### src/verilog/resp_bank_pkg.sv
/*
 * Sizes and width types for the response reorder bank.
 * Every RTL block imports this package, and so does the testbench.
 */
package resp_bank_pkg;

  //////////////////////////////
  // Bank dimensions
  //////////////////////////////

  localparam int bank_slots     = 8;
  localparam int num_ids        = 4;
  localparam int payload_width  = 16;

  // Derived address widths
  localparam int slot_idx_width = $clog2(bank_slots);
  localparam int id_width       = $clog2(num_ids);

  //////////////////////////////
  // Width types
  //////////////////////////////

  // Binary slot address
  typedef logic [slot_idx_width-1:0] slot_idx_t;
  // One bit per slot (occupancy, release enable, released one-hot)
  typedef logic [bank_slots-1:0]     slot_mask_t;
  // Binary AXI identifier
  typedef logic [id_width-1:0]       axi_id_t;
  // One bit per identifier
  typedef logic [num_ids-1:0]        id_mask_t;
  // Response payload without the identifier
  typedef logic [payload_width-1:0]  payload_t;
  // One slot address per identifier, packed
  typedef slot_idx_t [num_ids-1:0]   id_slots_t;

endpackage

### src/verilog/free_slot_alloc.sv
/*
 * Slot occupancy tracker for the reorder bank.
 * Offers the lowest free slot to the next reservation and frees the
 * slot that leaves through the output handshake.
 */
`timescale 1ns/1ps

module free_slot_alloc (
  input  logic                      clk_i,
  input  logic                      rst_ni,
  input  logic                      i_alloc,
  input  resp_bank_pkg::slot_mask_t i_free_onehot,
  output resp_bank_pkg::slot_idx_t  o_free_slot,
  output logic                      o_not_full
);
  import resp_bank_pkg::*;

  slot_mask_t occ_q;
  slot_mask_t occ_d;
  slot_mask_t free_first;
  slot_mask_t alloc_onehot;
  logic       alloc_fire;

  //////////////////////////////
  // Lowest free slot
  //////////////////////////////

  // Priority chain, a slot wins when it is free and all below are taken
  assign free_first[0] = ~occ_q[0];
  for (genvar g = 1; g < bank_slots; g++) begin : g_free_chain
    assign free_first[g] = ~occ_q[g] && (&occ_q[g-1:0]);
  end

  // One-hot to binary
  always_comb begin
    o_free_slot = '0;
    for (int i = 0; i < bank_slots; i++) begin
      if (free_first[i]) begin
        o_free_slot = slot_idx_t'(i);
      end
    end
  end

  assign o_not_full = ~(&occ_q);

  //////////////////////////////
  // Occupancy update
  //////////////////////////////

  // Reservation handshake
  assign alloc_fire   = i_alloc && o_not_full;
  assign alloc_onehot = slot_mask_t'(alloc_fire) << o_free_slot;

  // Allocated and released slots never overlap
  assign occ_d = (occ_q | alloc_onehot) & ~i_free_onehot;

  always_ff @(posedge clk_i or negedge rst_ni) begin
    if (!rst_ni) begin
      occ_q <= '0;
    end else begin
      occ_q <= occ_d;
    end
  end

endmodule

### src/verilog/id_queue_ctrl.sv
/*
 * Per-identifier linked lists threaded through the shared slot pool.
 * Tracks reservation, fill and release pointers for each AXI identifier
 * and accepts a response only when its identifier has an unfilled slot.
 */
`timescale 1ns/1ps

module id_queue_ctrl (
  input  logic                      clk_i,
  input  logic                      rst_ni,
  input  logic                      i_rsv_fire,
  input  resp_bank_pkg::id_mask_t   i_rsv_id_onehot,
  input  resp_bank_pkg::slot_idx_t  i_new_slot,
  input  logic                      i_in_valid,
  input  resp_bank_pkg::axi_id_t    i_in_id,
  output logic                      o_in_ready,
  output logic                      o_fill_we,
  output resp_bank_pkg::slot_idx_t  o_fill_slot,
  input  logic                      i_out_fire,
  input  resp_bank_pkg::axi_id_t    i_out_id,
  output resp_bank_pkg::id_slots_t  o_out_slots,
  output resp_bank_pkg::id_mask_t   o_nonempty
);
  import resp_bank_pkg::*;

  // Entry count, up to the whole bank
  typedef logic [$clog2(bank_slots + 1)-1:0] cnt_t;

  // Last reserved, next to fill and next to release
  slot_idx_t last_q [num_ids];
  slot_idx_t last_d [num_ids];
  slot_idx_t fill_q [num_ids];
  slot_idx_t fill_d [num_ids];
  slot_idx_t out_q  [num_ids];
  slot_idx_t out_d  [num_ids];

  // Reserved-unfilled and filled-unreleased counts
  cnt_t rsv_cnt_q [num_ids];
  cnt_t rsv_cnt_d [num_ids];
  cnt_t rsp_cnt_q [num_ids];
  cnt_t rsp_cnt_d [num_ids];
  cnt_t rsp_left  [num_ids];

  id_mask_t rsv_hit;
  id_mask_t fill_hit;
  id_mask_t out_hit;
  id_mask_t outstanding;

  // Link memory, next slot of the same identifier
  slot_idx_t link_mem [bank_slots];
  logic      link_we;
  slot_idx_t link_addr;
  logic      in_fire;

  assign o_in_ready  = i_in_valid && (rsv_cnt_q[i_in_id] != '0);
  assign in_fire     = i_in_valid && o_in_ready;
  assign o_fill_we   = in_fire;
  assign o_fill_slot = fill_q[i_in_id];

  //////////////////////////////
  // Pointer and count update
  //////////////////////////////

  always_comb begin
    link_we   = 1'b0;
    link_addr = '0;
    for (int i = 0; i < num_ids; i++) begin
      rsv_hit[i]  = i_rsv_fire && i_rsv_id_onehot[i];
      fill_hit[i] = in_fire && (i_in_id == axi_id_t'(i));
      out_hit[i]  = i_out_fire && (i_out_id == axi_id_t'(i));

      // Queue state once a release in this cycle is taken out
      rsp_left[i]    = rsp_cnt_q[i] - cnt_t'(out_hit[i]);
      outstanding[i] = (rsv_cnt_q[i] != '0) || (rsp_left[i] != '0);

      rsv_cnt_d[i] = rsv_cnt_q[i] + cnt_t'(rsv_hit[i]) - cnt_t'(fill_hit[i]);
      rsp_cnt_d[i] = rsp_left[i] + cnt_t'(fill_hit[i]);
      last_d[i]    = rsv_hit[i] ? i_new_slot : last_q[i];

      // New slot goes behind the last one if the list survives
      if (rsv_hit[i] && outstanding[i]) begin
        link_we   = 1'b1;
        link_addr = last_q[i];
      end

      fill_d[i] = fill_q[i];
      if (rsv_hit[i] && ((rsv_cnt_q[i] == '0) ||
          (fill_hit[i] && rsv_cnt_q[i] == cnt_t'(1)))) begin
        fill_d[i] = i_new_slot;
      end else if (fill_hit[i] && rsv_cnt_q[i] > cnt_t'(1)) begin
        fill_d[i] = link_mem[fill_q[i]];
      end

      out_d[i] = out_q[i];
      if (rsv_hit[i] && !outstanding[i]) begin
        out_d[i] = i_new_slot;
      end else if (out_hit[i] && outstanding[i]) begin
        out_d[i] = link_mem[out_q[i]];
      end

      o_out_slots[i] = out_q[i];
      o_nonempty[i]  = rsp_cnt_q[i] != '0;
    end
  end

  always_ff @(posedge clk_i or negedge rst_ni) begin
    if (!rst_ni) begin
      last_q    <= '{default: '0};
      fill_q    <= '{default: '0};
      out_q     <= '{default: '0};
      rsv_cnt_q <= '{default: '0};
      rsp_cnt_q <= '{default: '0};
    end else begin
      last_q    <= last_d;
      fill_q    <= fill_d;
      out_q     <= out_d;
      rsv_cnt_q <= rsv_cnt_d;
      rsp_cnt_q <= rsp_cnt_d;
    end
  end

  always_ff @(posedge clk_i) begin
    if (link_we) begin
      link_mem[link_addr] <= i_new_slot;
    end
  end

endmodule

### src/verilog/payload_store.sv
/*
 * Payload storage, one entry per bank slot.
 * Written by the response input, read at the slot held for output.
 */
`timescale 1ns/1ps

module payload_store (
  input  logic                      clk_i,
  input  logic                      i_we,
  input  resp_bank_pkg::slot_idx_t  i_wr_slot,
  input  resp_bank_pkg::slot_idx_t  i_rd_slot,
  input  resp_bank_pkg::payload_t   i_wdata,
  output resp_bank_pkg::payload_t   o_rdata
);
  import resp_bank_pkg::*;

  payload_t mem [bank_slots];

  //////////////////////////////
  // Write port
  //////////////////////////////

  always_ff @(posedge clk_i) begin
    if (i_we) begin
      mem[i_wr_slot] <= i_wdata;
    end
  end

  //////////////////////////////
  // Read port
  //////////////////////////////

  // Combinational, follows the held output slot
  assign o_rdata = mem[i_rd_slot];

endmodule

### src/verilog/release_arbiter.sv
/*
 * Output selection for the reorder bank.
 * Loads the lowest eligible identifier into the output register when it
 * is empty and drives the output handshake and the released slot mask.
 */
`timescale 1ns/1ps

module release_arbiter (
  input  logic                      clk_i,
  input  logic                      rst_ni,
  input  resp_bank_pkg::id_mask_t   i_nonempty,
  input  resp_bank_pkg::id_slots_t  i_out_slots,
  input  resp_bank_pkg::slot_mask_t i_release_en,
  input  logic                      i_out_ready,
  output logic                      o_out_valid,
  output resp_bank_pkg::axi_id_t    o_out_id,
  output resp_bank_pkg::slot_idx_t  o_out_slot,
  output logic                      o_out_fire,
  output resp_bank_pkg::slot_mask_t o_released_onehot
);
  import resp_bank_pkg::*;

  id_mask_t  eligible;
  logic      pick_valid;
  axi_id_t   pick_id;
  slot_idx_t pick_slot;

  //////////////////////////////
  // Candidate selection
  //////////////////////////////

  // Head of the queue must be filled and enabled
  for (genvar g = 0; g < num_ids; g++) begin : g_eligible
    assign eligible[g] = i_nonempty[g] && i_release_en[i_out_slots[g]];
  end

  // Lowest identifier wins
  always_comb begin
    pick_valid = 1'b0;
    pick_id    = '0;
    for (int i = num_ids - 1; i >= 0; i--) begin
      if (eligible[i]) begin
        pick_valid = 1'b1;
        pick_id    = axi_id_t'(i);
      end
    end
  end

  assign pick_slot = i_out_slots[pick_id];

  //////////////////////////////
  // Output register
  //////////////////////////////

  assign o_out_fire = o_out_valid && i_out_ready;

  // Loads only while empty, so a handshake leaves one idle cycle
  always_ff @(posedge clk_i or negedge rst_ni) begin
    if (!rst_ni) begin
      o_out_valid <= 1'b0;
      o_out_id    <= '0;
      o_out_slot  <= '0;
    end else if (!o_out_valid) begin
      o_out_valid <= pick_valid;
      o_out_id    <= pick_id;
      o_out_slot  <= pick_slot;
    end else if (o_out_fire) begin
      o_out_valid <= 1'b0;
    end
  end

  assign o_released_onehot = slot_mask_t'(o_out_fire) << o_out_slot;

endmodule

### src/verilog/resp_bank.sv
/*
 * Response reorder bank top level.
 * Slots are reserved per AXI identifier, filled by the memory controller
 * and released in reservation order once enabled by the requester.
 */
`timescale 1ns/1ps

module resp_bank (
  input  logic                      clk_i,
  input  logic                      rst_ni,
  // Reservation
  input  logic                      i_rsv_valid,
  input  resp_bank_pkg::id_mask_t   i_rsv_id_onehot,
  output logic                      o_rsv_ready,
  output resp_bank_pkg::slot_idx_t  o_rsv_addr,
  // Response input from the memory controller
  input  logic                      i_in_valid,
  input  resp_bank_pkg::axi_id_t    i_in_id,
  input  resp_bank_pkg::payload_t   i_in_data,
  output logic                      o_in_ready,
  // Release control
  input  resp_bank_pkg::slot_mask_t i_release_en,
  output resp_bank_pkg::slot_mask_t o_released_onehot,
  // Response output to the requester
  output logic                      o_out_valid,
  output resp_bank_pkg::axi_id_t    o_out_id,
  output resp_bank_pkg::payload_t   o_out_data,
  input  logic                      i_out_ready
);
  import resp_bank_pkg::*;

  logic      rsv_fire;
  logic      fill_we;
  slot_idx_t fill_slot;
  id_slots_t out_slots;
  id_mask_t  nonempty;
  logic      out_fire;
  slot_idx_t out_slot;

  assign rsv_fire = i_rsv_valid && o_rsv_ready;

  free_slot_alloc u_free_slot_alloc (
    .clk_i         (clk_i),
    .rst_ni        (rst_ni),
    .i_alloc       (i_rsv_valid),
    .i_free_onehot (o_released_onehot),
    .o_free_slot   (o_rsv_addr),
    .o_not_full    (o_rsv_ready)
  );

  id_queue_ctrl u_id_queue_ctrl (
    .clk_i           (clk_i),
    .rst_ni          (rst_ni),
    .i_rsv_fire      (rsv_fire),
    .i_rsv_id_onehot (i_rsv_id_onehot),
    .i_new_slot      (o_rsv_addr),
    .i_in_valid      (i_in_valid),
    .i_in_id         (i_in_id),
    .o_in_ready      (o_in_ready),
    .o_fill_we       (fill_we),
    .o_fill_slot     (fill_slot),
    .i_out_fire      (out_fire),
    .i_out_id        (o_out_id),
    .o_out_slots     (out_slots),
    .o_nonempty      (nonempty)
  );

  payload_store u_payload_store (
    .clk_i     (clk_i),
    .i_we      (fill_we),
    .i_wr_slot (fill_slot),
    .i_rd_slot (out_slot),
    .i_wdata   (i_in_data),
    .o_rdata   (o_out_data)
  );

  release_arbiter u_release_arbiter (
    .clk_i             (clk_i),
    .rst_ni            (rst_ni),
    .i_nonempty        (nonempty),
    .i_out_slots       (out_slots),
    .i_release_en      (i_release_en),
    .i_out_ready       (i_out_ready),
    .o_out_valid       (o_out_valid),
    .o_out_id          (o_out_id),
    .o_out_slot        (out_slot),
    .o_out_fire        (out_fire),
    .o_released_onehot (o_released_onehot)
  );

endmodule

### config.mk
export PLATFORM = sky130hd
export DESIGN_NAME = resp_bank
export DESIGN_NICKNAME = d
export VERILOG_FILES = /design/src/verilog/resp_bank_pkg.sv /design/src/verilog/free_slot_alloc.sv /design/src/verilog/id_queue_ctrl.sv /design/src/verilog/payload_store.sv /design/src/verilog/release_arbiter.sv /design/src/verilog/resp_bank.sv
export SDC_FILE = /design/constraint.sdc
export NUM_CORES = 1
export LEC_CHECK = 0
export ABC_AREA = 0
export ABC_CLOCK_PERIOD_IN_PS = 5700
export BUFFER_PORTS_ARGS = -buffer_cell sky130_fd_sc_hd__buf_2
export CORE_ASPECT_RATIO = 1.75
export CORE_MARGIN = 4
export CORE_UTILIZATION = 35
export CTS_BUF_LIST = sky130_fd_sc_hd__clkbuf_4
export DETAILED_ROUTE_END_ITERATION = 10
export GPL_ROUTABILITY_DRIVEN = 0
export GPL_TIMING_DRIVEN = 1
export PLACE_DENSITY = 0.48
export SLEW_MARGIN = 20
export SYNTH_ARGS = -nofsm -noshare
export SYNTH_HDL_FRONTEND = slang
export SYNTH_HIERARCHICAL = 1
export SYNTH_SLANG_ARGS = --single-unit
### constraint.sdc
create_clock -name clk_i -period 5.7 [get_ports clk_i]
set_clock_uncertainty 0.2 [all_clocks]
set_input_delay 1.14 -clock clk_i [delete_from_list [all_inputs] [get_ports clk_i]]
set_output_delay 1.14 -clock clk_i [all_outputs]
set_load 0.02 [all_outputs]
==> impl_metrics.csv <==
group,metric,value,unit
placement,dp_hpwl,23.5,mm
route,drt-wirelength-per-cell,22.6,µm
global_route,grt-ovfl-total,0,
layout,mostFrequentLayoutCells,"152 x sky130_fd_sc_hd__edfxtp_1, 88 x sky130_fd_sc_hd__clkbuf_4, 81 x sky130_fd_sc_hd__dfrtp_1",
route,drc_errors,0,
layout,layout.filler_cells,3352,
route,drtIter0Drc,528,
global_route,antenna_found_initial,1,
layout,post_route_cells_drive_above_1_share,30.7,%
clock_tree,numCtsBuffers,58,
worst_setup_path,crit_end_element,"output pin",
worst_setup_path,crit_required,4.36,ns
global_route,vias_in_the_first_global_route,8602,
yosys,synth-async-reset-ratio,35.0,%
clock_tree,htree_num_levels,2,
placement,dp_worst_setup_slack,1.02,ns
worst_setup_path,startpoint_of_the_worst_setup_timing_path,"u_release_arbiter/o_out_slot[2]$_DFFE_PN0N_",
placement,placement.io_buffers,66,
sta,report.final.hold_viol_count,0,
clock_tree,ctsHoldBuffers,0,
floorplanning,fp.coreArea,35200,µm²
sta,final.min_clock_period,4.26,ns
floorplanning,core.rowCount,91,
sta,grt_setup_unrepaired,"no",
clock_tree,clk-insertion-delay-late,0.72,ns
sta,finalHoldWorstSlack,0.221,ns
worst_setup_path,critical_path_arrival,2.92,ns
clock_tree,number_of_clock_sinks,234,
clock_tree,clk_transition_reported_paths,0.08,ns
yosys,synthDistinctLibCells,88,
floorplanning,floorplan.io_pins,67,
clock_tree,tritoncts,"built",
layout,area_of_the_multi_input_gates,5490,µm²
layout,finalNetCount,1033,
floorplanning,initial_utilization,35.4,%
clock_tree,cts_setup_buffers,0,
route,route.antenna.remaining_nets,0,
route,vias_per_cell,5.37,
yosys,portion_of_the_post_synthesis_area_used_by_sequential_elements,53.1,%
route,wl,33.3,mm
global_route,global_route_wire_length_before_repair,51.0,mm
job,max_cap_viol_count,0,
clock_tree,cts_root_buffer,"sky130_fd_sc_hd__clkbuf_4",
global_route,globalRouteTotalUtil,17.5,%
route,num_vias,7913,
clock_tree,post_cts_resized,0,
yosys,ys.warnings.count,6,
layout,sequential_cell_area,6620,µm²
global_route,largest_net_degree_at_the_start_of_global_routing,44,
floorplanning,dieArea,38800,µm²
sta,slew_headroom,23.7,%
sta,worst_slew_pin_slew,1.14,ns
yosys,syn-num-nets,930,
sta,max_clock_freq,235,MHz
worst_setup_path,worst-setup-path-type,"reg2out",
yosys,syn_inst,855,
sta,timing.final.setup_violations,0,
yosys,synth-seq-cells,234,
floorplanning,die-width,151,µm
yosys,ys_dominant_reg_cell,"sky130_fd_sc_hd__edfxtp_1",
layout,flow.area_growth_from_synthesis,13.0,%
outcome,status,"completed",
sta,finalWorstSetupSlack,1.44,ns
worst_setup_path,critical_path_peak_fanout,25,
worst_setup_path,crit_path_start_kind,"flop",
layout,postLayoutCoreUtil,40.1,%
clock_tree,clock_tree.buffer_depth,3,
floorplanning,die_height,258,µm
yosys,syn_area,12500,µm²
sta,setup_total_negative_slack,0,ns
route,drt_first_pass_iters,4,
sta,maxSlewViolCount,0,
sta,final_min_period_over_clock_period,74.8,%
power_and_ir_drop,power_leakage,5.38,nW
layout,layout.cells.most_common,"sky130_fd_sc_hd__edfxtp_1",
min_path,hold_path.class,"in2async",
worst_setup_path,r2r_start,"u_release_arbiter/o_out_valid$_DFF_PN0_",
power_and_ir_drop,power.density_cell_area,546,nW/µm²
yosys,number_of_enable_flip_flop_cells_after_synthesis,152,
power_and_ir_drop,vdd_ir_drop_max,0.225,mV
yosys,postSynthAreaPerCell,14.6,µm²
[flip-flops by register name, summed over array words and instances (netlist names)]
name	cells
u_id_queue_ctrl/last_q	12
u_release_arbiter/o_out_id	2
u_id_queue_ctrl/o_out_slots	12
u_id_queue_ctrl/rsp_cnt_q	16
u_free_slot_alloc/occ_q	8
u_release_arbiter/o_out_slot	3
u_payload_store/mem	128
u_id_queue_ctrl/rsv_cnt_q	16
u_id_queue_ctrl/link_mem	24
u_id_queue_ctrl/fill_q	12
u_release_arbiter/o_out_valid	1
[logic make-up (layout without fill, tap and decap cells)]
| family | Yosys count | count (layout) | share of synthesized area, % |
|---|---|---|---|
| other | 0 | 4 | 0 |
| AOI/OAI and AO/OA | 125 | 125 | 7.85 |
| muxes | 143 | 143 | 21.3 |
| DFF | 234 | 234 | 53.1 |
| adders and majority gates | 40 | 40 | 4.25 |
| xor gates and xnor gates | 26 | 26 | 1.89 |
| and+or+nand+nor | 190 | 190 | 8.37 |
| buffers and inverters | 97 | 246 | 3.30 |
[cells in the mapped netlist, drive strengths merged (17+ instances only)]
master    n  area, µm²
a21oi    28        140
clkbuf   23       97.6
dfrtp    82       2050
edfxtp  152       4560
ha       36        450
inv      63        236
mux2     33        372
mux2i    24        240
mux4     86       2040
nand2    53        206
nor2     36        138
nor3     17       85.1
nor3b    17        144
o21ai    22        110
xnor2    17        156
[cell type report]
type	count	area share, %
inverter	63	1.68
timing repair buffer	77	2.95
multi-input combinational	524	39.0
antenna	4	0.0710
sequential	234	47.0
clock buffer	88	4.69
clock inverter	18	0.568
tap	465	4.13
[path summary, 6_finish.rpt]
kind | cells past startpoint | to | slack (ns)
max | 4 | o_out_data[11] | 1.44
max reg2reg | 10 | u_id_queue_ctrl/link_mem[5][1]$_DFFE_PP_ | 1.67
min reg2reg | 1 | u_id_queue_ctrl/last_q[8]$_DFFE_PN0P_ | 0.31
min | 1 | u_id_queue_ctrl/o_out_slots[11]$_DFFE_PN0P_ | 0.22
max in group asynchronous | 2 | u_release_arbiter/o_out_slot[0]$_DFFE_PN0N_ | 4.04
min in group clk_i | 1 | u_id_queue_ctrl/last_q[8]$_DFFE_PN0P_ | 0.31
[metrics by stage]
stage / area, µm² / cells / total power [mW]
2_1_floorplan: 12500 / 855 / 5.32
3_3_place_gp: 13300 / 1363 / 6.37
3_5_place_dp: 13300 / 1363 / 6.40
4_1_cts: 14100 / 1469 / 7.84
5_1_grt: 14100 / 1473 / 8.25
6_report: 14100 / 1473 / 7.70
[routing by layer]
metal / wire, µm / global-route usage, %
met1: 11500 / 17.6
met2: 19500 / 34.4
met3: 1170 / 3.02
met4: 1170 / 7.41
met5: 0 / 0
[report_power, final]
part           internal (mW)  switching, mW  leakage (nW)
logic                   1.56           1.61          2.58
clock network          0.706          0.685         0.444
registers               2.35          0.782          2.36
[critical path: stages, from the launching register on]
cell and delay [ns]:
sky130_fd_sc_hd__dfrtp_1 1.03, sky130_fd_sc_hd__buf_4 0.39, sky130_fd_sc_hd__mux4_1 0.31, sky130_fd_sc_hd__mux2_2 0.30, sky130_fd_sc_hd__buf_2 0.17
Note: power is estimated with default switching activity, not from simulation.
